File: config.mk
export PLATFORM = sky130hd
export DESIGN_NAME = dac_gen_top
export DESIGN_NICKNAME = d
export VERILOG_FILES = /design/src/dac_gen_pkg.sv /design/src/lfsr_bank.sv /design/src/triangle_wave_gen.sv /design/src/sample_generator.sv /design/src/batch_fifo.sv /design/src/dac_serializer.sv /design/src/dac_gen_top.sv
export SDC_FILE = /design/constraint.sdc
export NUM_CORES = 1
export LEC_CHECK = 0
export ABC_AREA = 0
export BUFFER_PORTS_ARGS = -buffer_cell sky130_fd_sc_hd__buf_2
export CAP_MARGIN = 5
export CORE_UTILIZATION = 38
export DETAILED_ROUTE_END_ITERATION = 6
export PLACE_DENSITY = 0.56
export SYNTH_ARGS = -nofsm -noshare
export SYNTH_HDL_FRONTEND = slang
export SYNTH_SLANG_ARGS = --single-unit
File: constraint.sdc
create_clock -name clk -period 7.3 [get_ports clk]
set_input_delay 0.73 -clock clk [delete_from_list [all_inputs] [get_ports clk]]
set_output_delay 0.73 -clock clk [all_outputs]
set_load 0.01 [all_outputs]
File: src/dac_gen_pkg.sv
`default_nettype none

package dac_gen_pkg;

	// ============================================================
	// Sizes
	// ============================================================
	localparam int sample_width = 16;
	localparam int batch_size = 4;
	localparam int batch_width = sample_width * batch_size;
	localparam int fifo_depth = 4;
	localparam int fifo_addr_width = $clog2(fifo_depth);
	localparam int lane_width = $clog2(batch_size);

	// Triangle shape and LFSR feedback.
	localparam logic [sample_width-1:0] tri_step = 16'h0400;
	localparam int tri_half_period = 16;
	localparam int tri_phase_width = $clog2(2 * tri_half_period);
	localparam logic [sample_width-1:0] lfsr_taps = 16'hB400;

	// ============================================================
	// Types
	// ============================================================
	typedef logic [sample_width-1:0] sample_t;
	typedef logic [tri_phase_width-1:0] phase_t;
	typedef logic [fifo_addr_width-1:0] fifo_ptr_t;
	typedef logic [lane_width-1:0] lane_t;

	// Lane 0 sits in the low bits and goes out first.
	typedef sample_t [batch_size-1:0] batch_t;

	typedef struct packed {
		logic [batch_width-1:0] seed;
		logic clear;
		logic halt;
		logic load_seed;
		logic run_random;
		logic run_triangle;
	} cmd_t;

	typedef struct packed {
		logic random_active;
		logic triangle_active;
	} resp_t;

endpackage

`default_nettype wire

File: src/lfsr_bank.sv
`timescale 1ns/1ps
`default_nettype none

module lfsr_bank (
	input logic clk,
	input logic reset,
	input logic rewind,
	input dac_gen_pkg::batch_t seed,
	input logic step,
	output dac_gen_pkg::batch_t batch
);

	dac_gen_pkg::batch_t lanes;

	// Galois form, shift right and fold in the taps on a one.
	function automatic dac_gen_pkg::sample_t lfsr_next(input dac_gen_pkg::sample_t value);
		dac_gen_pkg::sample_t shifted;
		shifted = value >> 1;
		if (value[0]) begin
			shifted = shifted ^ dac_gen_pkg::lfsr_taps;
		end
		return shifted;
	endfunction

	always_ff @(posedge clk) begin
		if (reset) begin
			for (int i = 0; i < dac_gen_pkg::batch_size; i++) begin
				lanes[i] <= dac_gen_pkg::sample_t'(1);
			end
		end else if (rewind) begin
			lanes <= seed;
		end else if (step) begin
			for (int i = 0; i < dac_gen_pkg::batch_size; i++) begin
				lanes[i] <= lfsr_next(lanes[i]);
			end
		end
	end

	// Current values form the batch.
	assign batch = lanes;

endmodule

`default_nettype wire

File: src/triangle_wave_gen.sv
`timescale 1ns/1ps
`default_nettype none

module triangle_wave_gen (
	input logic clk,
	input logic reset,
	input logic rewind,
	input logic step,
	output dac_gen_pkg::batch_t batch
);

	// Number of the next sample within one full period.
	dac_gen_pkg::phase_t phase;

	function automatic dac_gen_pkg::sample_t tri_value(input dac_gen_pkg::phase_t t);
		if (int'(t) < dac_gen_pkg::tri_half_period) begin
			return dac_gen_pkg::sample_t'(t) * dac_gen_pkg::tri_step;
		end
		return dac_gen_pkg::sample_t'(2 * dac_gen_pkg::tri_half_period - int'(t))
			* dac_gen_pkg::tri_step;
	endfunction

	// Full period is a power of two, so the counter wraps by itself.
	always_ff @(posedge clk) begin
		if (reset || rewind) begin
			phase <= '0;
		end else if (step) begin
			phase <= phase + dac_gen_pkg::phase_t'(dac_gen_pkg::batch_size);
		end
	end

	for (genvar i = 0; i < dac_gen_pkg::batch_size; i++) begin : g_lane
		assign batch[i] = tri_value(phase + dac_gen_pkg::phase_t'(i));
	end

endmodule

`default_nettype wire

File: src/sample_generator.sv
`timescale 1ns/1ps
`default_nettype none

module sample_generator (
	input logic clk,
	input logic reset,
	input dac_gen_pkg::cmd_t cmd,
	input logic cmd_valid,
	input logic transfer_rdy,
	input logic full,
	output dac_gen_pkg::resp_t resp,
	output logic resp_valid,
	output logic push,
	output dac_gen_pkg::batch_t push_batch,
	output logic flush
);

	logic clear;
	logic rst;
	logic rewind;
	logic active;
	dac_gen_pkg::resp_t mode;
	dac_gen_pkg::batch_t seed_reg;
	dac_gen_pkg::batch_t seed_in;
	dac_gen_pkg::batch_t lfsr_batch;
	dac_gen_pkg::batch_t tri_batch;

	// ============================================================
	// Command decode
	// ============================================================
	assign clear = cmd_valid && cmd.clear;
	assign rst = reset || clear;
	assign flush = clear;
	assign rewind = cmd_valid && (cmd.halt || cmd.load_seed);

	// A zero lane would lock the LFSR up.
	always_comb begin
		seed_in = seed_reg;
		if (cmd_valid && cmd.load_seed) begin
			for (int i = 0; i < dac_gen_pkg::batch_size; i++) begin
				seed_in[i] = cmd.seed[i*dac_gen_pkg::sample_width +: dac_gen_pkg::sample_width];
				if (seed_in[i] == '0) begin
					seed_in[i] = dac_gen_pkg::sample_t'(1);
				end
			end
		end
	end

	always_ff @(posedge clk) begin
		if (rst) begin
			mode <= '0;
			for (int i = 0; i < dac_gen_pkg::batch_size; i++) begin
				seed_reg[i] <= dac_gen_pkg::sample_t'(1);
			end
		end else if (cmd_valid) begin
			if (cmd.halt) begin
				mode <= '0;
			end else begin
				// Random wins when both are asked for.
				mode.random_active <= cmd.run_random;
				mode.triangle_active <= cmd.run_triangle && !cmd.run_random;
			end
			if (cmd.load_seed) begin
				seed_reg <= seed_in;
			end
		end
	end

	// ============================================================
	// Sources and push
	// ============================================================
	assign active = mode.random_active || mode.triangle_active;
	assign push = active && !full;
	assign push_batch = mode.random_active ? lfsr_batch : tri_batch;

	lfsr_bank u_lfsr_bank (
		.clk(clk),
		.reset(rst),
		.rewind(rewind),
		.seed(seed_in),
		.step(push && mode.random_active),
		.batch(lfsr_batch)
	);

	triangle_wave_gen u_triangle_wave_gen (
		.clk(clk),
		.reset(rst),
		.rewind(rewind),
		.step(push && mode.triangle_active),
		.batch(tri_batch)
	);

	// Status goes out once per change, held until the processor can take it.
	always_ff @(posedge clk) begin
		if (reset) begin
			resp <= '0;
			resp_valid <= 1'b0;
		end else begin
			resp_valid <= 1'b0;
			if (transfer_rdy && mode != resp) begin
				resp <= mode;
				resp_valid <= 1'b1;
			end
		end
	end

endmodule

`default_nettype wire

File: src/batch_fifo.sv
`timescale 1ns/1ps
`default_nettype none

module batch_fifo (
	input logic clk,
	input logic reset,
	input logic flush,
	input logic push,
	input dac_gen_pkg::batch_t push_batch,
	input logic pop,
	output dac_gen_pkg::batch_t pop_batch,
	output logic full,
	output logic empty
);

	dac_gen_pkg::batch_t mem [dac_gen_pkg::fifo_depth];
	dac_gen_pkg::fifo_ptr_t wr_ptr;
	dac_gen_pkg::fifo_ptr_t rd_ptr;
	logic [dac_gen_pkg::fifo_addr_width:0] count;
	logic do_push;
	logic do_pop;

	assign full = (int'(count) == dac_gen_pkg::fifo_depth);
	assign empty = (count == '0);
	assign do_push = push && !full;
	assign do_pop = pop && !empty;

	// Head entry is visible without a read cycle.
	assign pop_batch = mem[rd_ptr];

	always_ff @(posedge clk) begin
		if (do_push) begin
			mem[wr_ptr] <= push_batch;
		end
	end

	always_ff @(posedge clk) begin
		if (reset || flush) begin
			wr_ptr <= '0;
			rd_ptr <= '0;
			count <= '0;
		end else begin
			if (do_push) begin
				wr_ptr <= wr_ptr + 1'b1;
			end
			if (do_pop) begin
				rd_ptr <= rd_ptr + 1'b1;
			end
			if (do_push && !do_pop) begin
				count <= count + 1'b1;
			end else if (do_pop && !do_push) begin
				count <= count - 1'b1;
			end
		end
	end

endmodule

`default_nettype wire

File: src/dac_serializer.sv
`timescale 1ns/1ps
`default_nettype none

module dac_serializer (
	input logic clk,
	input logic reset,
	input dac_gen_pkg::batch_t pop_batch,
	input logic empty,
	output logic pop,
	input logic dac_rdy,
	output logic [dac_gen_pkg::sample_width-1:0] dac_sample,
	output logic dac_valid
);

	dac_gen_pkg::batch_t held;
	dac_gen_pkg::lane_t lane;
	logic loaded;
	logic take;
	logic last;

	assign dac_valid = loaded;
	assign dac_sample = held[lane];
	assign take = dac_valid && dac_rdy;
	assign last = (lane == dac_gen_pkg::lane_t'(dac_gen_pkg::batch_size - 1));

	// Refill when idle, or right as the last lane leaves.
	assign pop = !empty && (!loaded || (take && last));

	always_ff @(posedge clk) begin
		if (pop) begin
			held <= pop_batch;
		end
	end

	always_ff @(posedge clk) begin
		if (reset) begin
			loaded <= 1'b0;
			lane <= '0;
		end else if (pop) begin
			loaded <= 1'b1;
			lane <= '0;
		end else if (take) begin
			if (last) begin
				loaded <= 1'b0;
			end else begin
				lane <= lane + 1'b1;
			end
		end
	end

endmodule

`default_nettype wire

File: src/dac_gen_top.sv
`timescale 1ns/1ps
`default_nettype none

module dac_gen_top (
	input logic clk,
	input logic reset,
	input dac_gen_pkg::cmd_t cmd,
	input logic cmd_valid,
	input logic transfer_rdy,
	output dac_gen_pkg::resp_t resp,
	output logic resp_valid,
	input logic dac_rdy,
	output logic [dac_gen_pkg::sample_width-1:0] dac_sample,
	output logic dac_valid
);

	logic push;
	logic pop;
	logic flush;
	logic full;
	logic empty;
	dac_gen_pkg::batch_t push_batch;
	dac_gen_pkg::batch_t pop_batch;

	// ============================================================
	// Producer, buffer, consumer
	// ============================================================
	sample_generator u_sample_generator (
		.clk(clk),
		.reset(reset),
		.cmd(cmd),
		.cmd_valid(cmd_valid),
		.transfer_rdy(transfer_rdy),
		.full(full),
		.resp(resp),
		.resp_valid(resp_valid),
		.push(push),
		.push_batch(push_batch),
		.flush(flush)
	);

	batch_fifo u_batch_fifo (
		.clk(clk),
		.reset(reset),
		.flush(flush),
		.push(push),
		.push_batch(push_batch),
		.pop(pop),
		.pop_batch(pop_batch),
		.full(full),
		.empty(empty)
	);

	dac_serializer u_dac_serializer (
		.clk(clk),
		.reset(reset),
		.pop_batch(pop_batch),
		.empty(empty),
		.pop(pop),
		.dac_rdy(dac_rdy),
		.dac_sample(dac_sample),
		.dac_valid(dac_valid)
	);

endmodule

`default_nettype wire

==> results by group, run 1 <==
Floorplan
  • IO Pins: 94
  • Initial core utilization: 38.4%
  • Die Area: 0.0478 sq mm
  • Row cnt: 79
  • CORE AREA: 0.0465 sq mm
  • Die Ht: 219 microns
  • Die W: 219 microns

Worst setup path
  • Peak fanout along the critical path: 68
  • CP cell instances: ha_1 -> nand2_1 -> a21oi_4 -> buf_4 -> inv_1 -> ha_1 -> inv_1 -> fa_1 -> xor2_1 -> or3_1 -> a21oi_1
  • Number of cells on the worst reg-to-reg path: 11
  • Startpoint class of the critical path: flop
  • CP Class: flop to flop
  • WP data required: 7780 ps
  • Worst setup path endpoint: u_batch_fifo.count[2]
  • Slowest stage cell, crit path: dfxtp_1
  • Worst Path Arrival: 3930 ps
  • RR Startpoint: u_dac_serializer.lane[1]
  • CP Launch Point: u_dac_serializer.lane[1]
  • Critical R2R Capture: u_batch_fifo.count[2]
  • Critical Path Max Stage Delay: 960 ps
  • R2R setup slack: 3850 ps
  • Worst setup EP type: flop

Drt
  • DRT antenna net count: 0
  • Avg WL per Cell: 21.4 microns
  • 1st-pass router iterations: 4
  • Vias: 9302
  • Via density: 5.11
  • Initial DRC count: 617
  • Drt drc: 0
  • Total wire length: 38.9 mm

Synthesis
  • Register area share after synthesis: 70.3%
  • Synth Register Bits: 466
  • Synth top area cells: edfxtp_1 54%, dfxtp_1 16%, mux4_2 10%
  • Post-synth EDFFs: 320
  • Mapped Area: 0.0178 sq mm
  • Distinct cells, synth: 39
  • Avg Cell Area, Syn: 16.5 sq um
  • YS warnings: 0
  • Asr flop ratio synth: 0%
  • Syn Nets: 1168
  • Most common cell in the synthesized netlist: edfxtp_1
  • Synth Flop Type: edfxtp_1
  • Leading area contributor after synthesis: edfxtp_1
  • Commonest cells post-synth: 320 x edfxtp_1, 146 x dfxtp_1, 119 x nor2_1, 89 x mux2i_1, 80 x mux4_2
  • Top cell type's share of synthesized area: 53.9%
  • Mapped Cells: 1084

GRT
  • Vias in the first global route: 9482
  • First-pass GRT wire length: 59.3 mm
  • Initial antenna violation count: 0
  • Global-route usage over all layers: 16.8%
  • Largest net degree at the start of global routing: 83
  • Overflow after GRT: 0

CTS
  • Hold Buf Count CTS: 0
  • Post-CTS sizing: 0
  • TritonCTS clock tree: done
  • Clock latency on the worst-skew pair: 570 ps
  • Max H-tree Level: 2
  • Clock transition at the registers of the reported paths: 60 ps
  • Root buf cell: clkbuf_16
  • Clk sinks: 466
  • Clock Path Buffers: 3
  • Post-CTS Setup Inserts: 0
  • Number of buffers created by CTS: 49

STA
  • Worst setup slack after layout: 3850 ps
  • Rel. slew slack: 29.7%
  • Min cycle time layout: 3450 ps
  • Setup violators final: 0
  • Setup_tns: 0 ps
  • Unrepaired setup endpoints after global routing: false
  • Worst slew pin tran: 1050 ps
  • FMAX: 290 MHz
  • Final hold vios: 0
  • Final worst-path cycle share: 47.2%
  • Slew Limit Fails: 0
  • Clk_skew: 19.2 ps

Place
  • Post-placement cell area: 0.0189 sq mm
  • Buffers on Ports: 93
  • GPL Wtd Cong: 0.748
  • Dpl ws: 3780 ps
  • DP Wirelength: 25.3 mm

Pwr
  • Leak Pwr: 6.74 nW
  • Power Dens Cells: 320 mW/mm^2
  • VDD IR max: 0.000193 V
  • Total power: 6.54 mW

Finish
  • Share of layout cells above drive strength 1: 22.0%
  • # nets final: 1260
  • Util after Layout: 44.0%
  • Max FFs per register: 256
  • Layout Cell Area excl Fill: 0.0205 sq mm
  • Most flops, register: u_batch_fifo.mem
  • # fillers: 4143
  • Synth-to-Final Area Change: 14.7%

Outcome
  • Outcome: completed

Worst hold path
  • Hold path cells: 3
  • Hold Crit Class: primary input to flop

Run
  • Max_cap viols: 0
## how the worst min path moves through the flow
stage,start,end,slack [ps]
2_1_floorplan,u_sample_generator.seed_reg[48],u_sample_generator.seed_reg[48],450
3_3_place_gp,u_sample_generator.seed_reg[0],u_sample_generator.seed_reg[0],460
3_5_place_dp,u_sample_generator.seed_reg[0],u_sample_generator.seed_reg[0],470
4_1_cts,transfer_rdy,u_sample_generator.resp_valid,400
5_1_grt,transfer_rdy,u_sample_generator.resp_valid,430
6_report,transfer_rdy,u_sample_generator.resp_valid,430
## power breakdown
part	switching [mW]	total [mW]	internal, mW
combinational	0.497	0.905	0.409
clock	0.965	2.39	1.43
sequential	0.110	3.24	3.13
## layout by cell type (no fill, tap or decap), drive strengths merged, types with 13 or more instances in the layout
cell type,instances
edfxtp,320
dfxtp,146
nor2,119
buf,109
mux2i,89
mux4,80
clkbuf,70
and2,53
a221o,41
o21ai,18
nand2,17
xor2,16
or3,15
nor4,13
inv,13
## cells by family after synthesis
family                     share of synthesized area (%)
AOI/OAI and AO/OA                                   3.96
and+or+nand+nor                                     6.73
DFF                                                 70.3
muxes                                               15.1
xor gates and xnor gates                            1.13
buffers and inverters                               2.08
adders and majority gates                          0.744
## critical path: cells and delay by family, from the launching register on
| family | cells | cell delay [ps] |
|---|---|---|
| flops | 1 | 960 |
| simple gates | 2 | 410 |
| compound gates | 2 | 290 |
| buf+inv | 3 | 870 |
| xor+xnor | 1 | 70 |
| fa+ha+maj | 3 | 760 |
## per-stage QoR
step                      hold WS (ps)  std cells
after floorplan                    445       1084
after global placement             459       1732
after detailed placement           467       1732
after CTS                          402       1819
after global routing               430       1819
final                              434       1821
## layout make-up
type,count,area [sq um],area share [%]
Sequential cell,466,12500,61.3
Multi-Input combinational cell,538,4980,24.4
Clock buffer,70,1360,6.64
Tap cell,607,759,3.71
Timing Repair Buffer,109,586,2.86
Clock inverter,17,181,0.887
Inverter,12,45.0,0.220
Antenna cell,2,5.00,0.0245
## routing by layer
metal  vias up  global-route usage (%)  wire length (microns)
li1       4357                       -                      -
met1      4751                    24.7                  19200
met2       146                    26.1                  18000
met3        48                    2.41                   1130
met4         0                    4.38                    613
met5         -                       0                      0
Note: power is estimated with default switching activity, not from simulation.
==> run 2: changes to the inputs <==
--- a/config.mk
+++ b/config.mk
@@ -10,7 +10,7 @@
 export CAP_MARGIN = 5
 export CORE_UTILIZATION = 38
 export DETAILED_ROUTE_END_ITERATION = 6
-export PLACE_DENSITY = 0.56
+export PLACE_DENSITY = 0.58
 export SYNTH_ARGS = -nofsm -noshare
 export SYNTH_HDL_FRONTEND = slang
 export SYNTH_SLANG_ARGS = --single-unit
==> constraint.sdc (replaced) <==
create_clock -name clk -period 3 [get_ports clk]
set_input_delay 0.3 -clock clk [delete_from_list [all_inputs] [get_ports clk]]
set_output_delay 0.3 -clock clk [all_outputs]
set_load 0.01 [all_outputs]
==> run 2 against run 1 <==
Worst hold slack got worse by 410 ps; worst setup slack lost 3300 ps; total power is 140% higher; highest routed layer unchanged; critical endpoint is now dac_sample[6]; largest power group unchanged; non-clock buffer count up 14; final area up 0.64%; first-iteration DRC count did not move; combinational power grew to 2.5 times the previous value; die area is the same.
==> results by group, run 2 (same netlist as run 1, synthesis figures left out) <==
Finish
  • Synth-to-Final Area Change: 15.4%
  • Share of layout cells above drive strength 1: 22.2%
  • # nets final: 1273
  • Most frequent cells in the layout: 320 x edfxtp_1, 143 x dfxtp_1, 118 x nor2_1, 93 x buf_2, 89 x mux2i_1
  • Max FFs per register: 256
  • Most common cell after layout, fill and taps aside: edfxtp_1
  • Most flops, register: u_batch_fifo.mem
  • # diodes: 0
  • # fillers: 4125

Worst setup path
  • Worst path bufs/invs: 2
  • Critical Path Max Stage Delay: 620 ps
  • Slowest stage cell, crit path: mux4_2
  • Worst Path Arrival: 2120 ps
  • CP cell instances: buf_4 -> mux4_2 -> buf_2
  • Worst setup EP type: output port
  • Peak fanout along the critical path: 17
  • Startpoint class of the critical path: flop
  • Top delay family on crit path: multiplexers
  • CP Class: flop to output port
  • WP data required: 2700 ps

Floorplan
  • Initial core utilization: 38.4%
  • Die W: 219 microns
  • Row cnt: 79
  • CORE AREA: 0.0465 sq mm
  • Die Ht: 219 microns
  • Die Area: 0.0478 sq mm
  • IO Pins: 94

Pwr
  • VDD IR max: 0.000628 V
  • Clock power frac: 35.4%
  • Power Dens Cells: 763 mW/mm^2
  • Psw: 3.88 mW
  • Total power: 15.7 mW
  • Net Sw Frac: 24.7%
  • Logic pwr share: 14.5%
  • Leak Pwr: 6.78 nW
  • Internal Power: 11.8 mW
  • Flop pwr share: 50.2%

STA
  • Final worst-path cycle share: 80.7%
  • Rel. slew slack: 38.1%
  • Slew Limit Fails: 0
  • Final hold vios: 0
  • Setup_tns: 0 ps
  • Worst slew pin tran: 928 ps
  • Clk_skew: 16.6 ps
  • Worst setup slack after layout: 580 ps
  • Min cycle time layout: 2420 ps
  • FMAX: 413 MHz
  • Unrepaired setup endpoints after global routing: false
  • Setup violators final: 0

CTS
  • Clock transition at the registers of the reported paths: 60 ps
  • Clock latency on the worst-skew pair: 580 ps
  • Post-CTS Setup Inserts: 0
  • Root buf cell: clkbuf_16
  • Number of buffers created by CTS: 48
  • Clk sinks: 466
  • TritonCTS clock tree: done
  • Clock Path Buffers: 3
  • Max H-tree Level: 2

Drt
  • Avg WL per Cell: 21.5 microns
  • Initial DRC count: 617
  • Via density: 5.19
  • Total wire length: 39.5 mm
  • Drt drc: 0
  • DRT antenna net count: 0
  • 1st-pass router iterations: 6
  • Vias: 9522

GRT
  • Initial antenna violation count: 1
  • Overflow after GRT: 0
  • Largest net degree at the start of global routing: 74
  • Global-route usage over all layers: 16.7%
  • First-pass GRT wire length: 59.3 mm
  • Vias in the first global route: 9489

Outcome
  • Outcome: completed

Place
  • GPL Wtd Cong: 0.792
  • Buffers on Ports: 93
  • Dpl ws: 766 ps
  • DP Wirelength: 25.9 mm

Run
  • Max_cap viols: 0

Worst hold path
  • Hold Crit Class: primary input to flop
## run 2: cell types whose count changed in the layout (fill, tap and decap cells not counted), sizes merged
cell and change:
buf +5, dlygate4sd3 +9, clkinv +5, clkbuf -3, clkinvlp +1, bufinv -2, diode -2
## run 2: layout make-up
| cell class | count | area (sq um) | share of cell area (%) |
|---|---|---|---|
| clock inverters | 21 | 165 | 0.802 |
| clock buffers | 67 | 1280 | 6.23 |
| inverters | 12 | 45.0 | 0.219 |
| well taps | 607 | 759 | 3.69 |
| repair buffers | 123 | 813 | 3.95 |
| multi-input cells | 538 | 4980 | 24.2 |
| flip-flops and latches | 466 | 12500 | 60.9 |
## run 2: final timing paths
kind | slack (ps) | startpoint | cells past startpoint | end
worst min-delay path | 30 | cmd[34] | 3 | u_sample_generator.seed_reg[29]
worst max register to register | 760 | u_batch_fifo.count[0] | 9 | u_batch_fifo.count[2]
worst min register to register | 490 | u_sample_generator.seed_reg[2] | 2 | u_sample_generator.seed_reg[2]
worst max-delay path | 580 | u_dac_serializer.lane[0] | 3 | dac_sample[6]
## run 2: through the flow
| step | util, % | hold slack [ps] | cell area [sq um] | instances |
|---|---|---|---|---|
| after floorplan | - | 430 | 17800 | 1084 |
| after global placement | 41.0 | 475 | 19000 | 1737 |
| after detailed placement | 41.0 | 476 | 19000 | 1737 |
| after CTS | 44.3 | 2.17 | 20600 | 1834 |
| after global routing | 44.3 | 22.2 | 20600 | 1834 |
| final | 44.3 | 27.5 | 20600 | 1834 |
## run 2: worst reg2reg max path: stages, from the launching register on
cell and delay (ps):
dfxtp_1 350, nor3_1 460, a21oi_4 50, inv_1 70, ha_1 180, inv_1 60
fa_1 370, xor2_1 180, or3_1 300, a21oi_1 140
## run 2: metal layers
metal	global-route usage, %	up-vias	part of all wire [%]
met1	24.0	4902	46
li1	-	4372	-
met2	26.6	192	48
met3	2.32	56	4.0
met4	4.81	0	1.8
met5	0	-	0
## run 2: repair_timing
item | in CTS | in global routing
hold endpoints to repair | 9 | 0
hold buffers | 9 | 0
resized for setup | 0 | 0
## run 2: power groups by stage
stage | Sequential (mW) | Clock, mW | Combinational, mW
floorplan | 7.87 | 0 | 1.66
global placement | 8.01 | 0 | 2.32
detailed placement | 8.03 | 0 | 2.34
CTS | 7.90 | 5.67 | 2.35
global route | 7.93 | 5.91 | 2.48
finish | 7.88 | 5.55 | 2.27
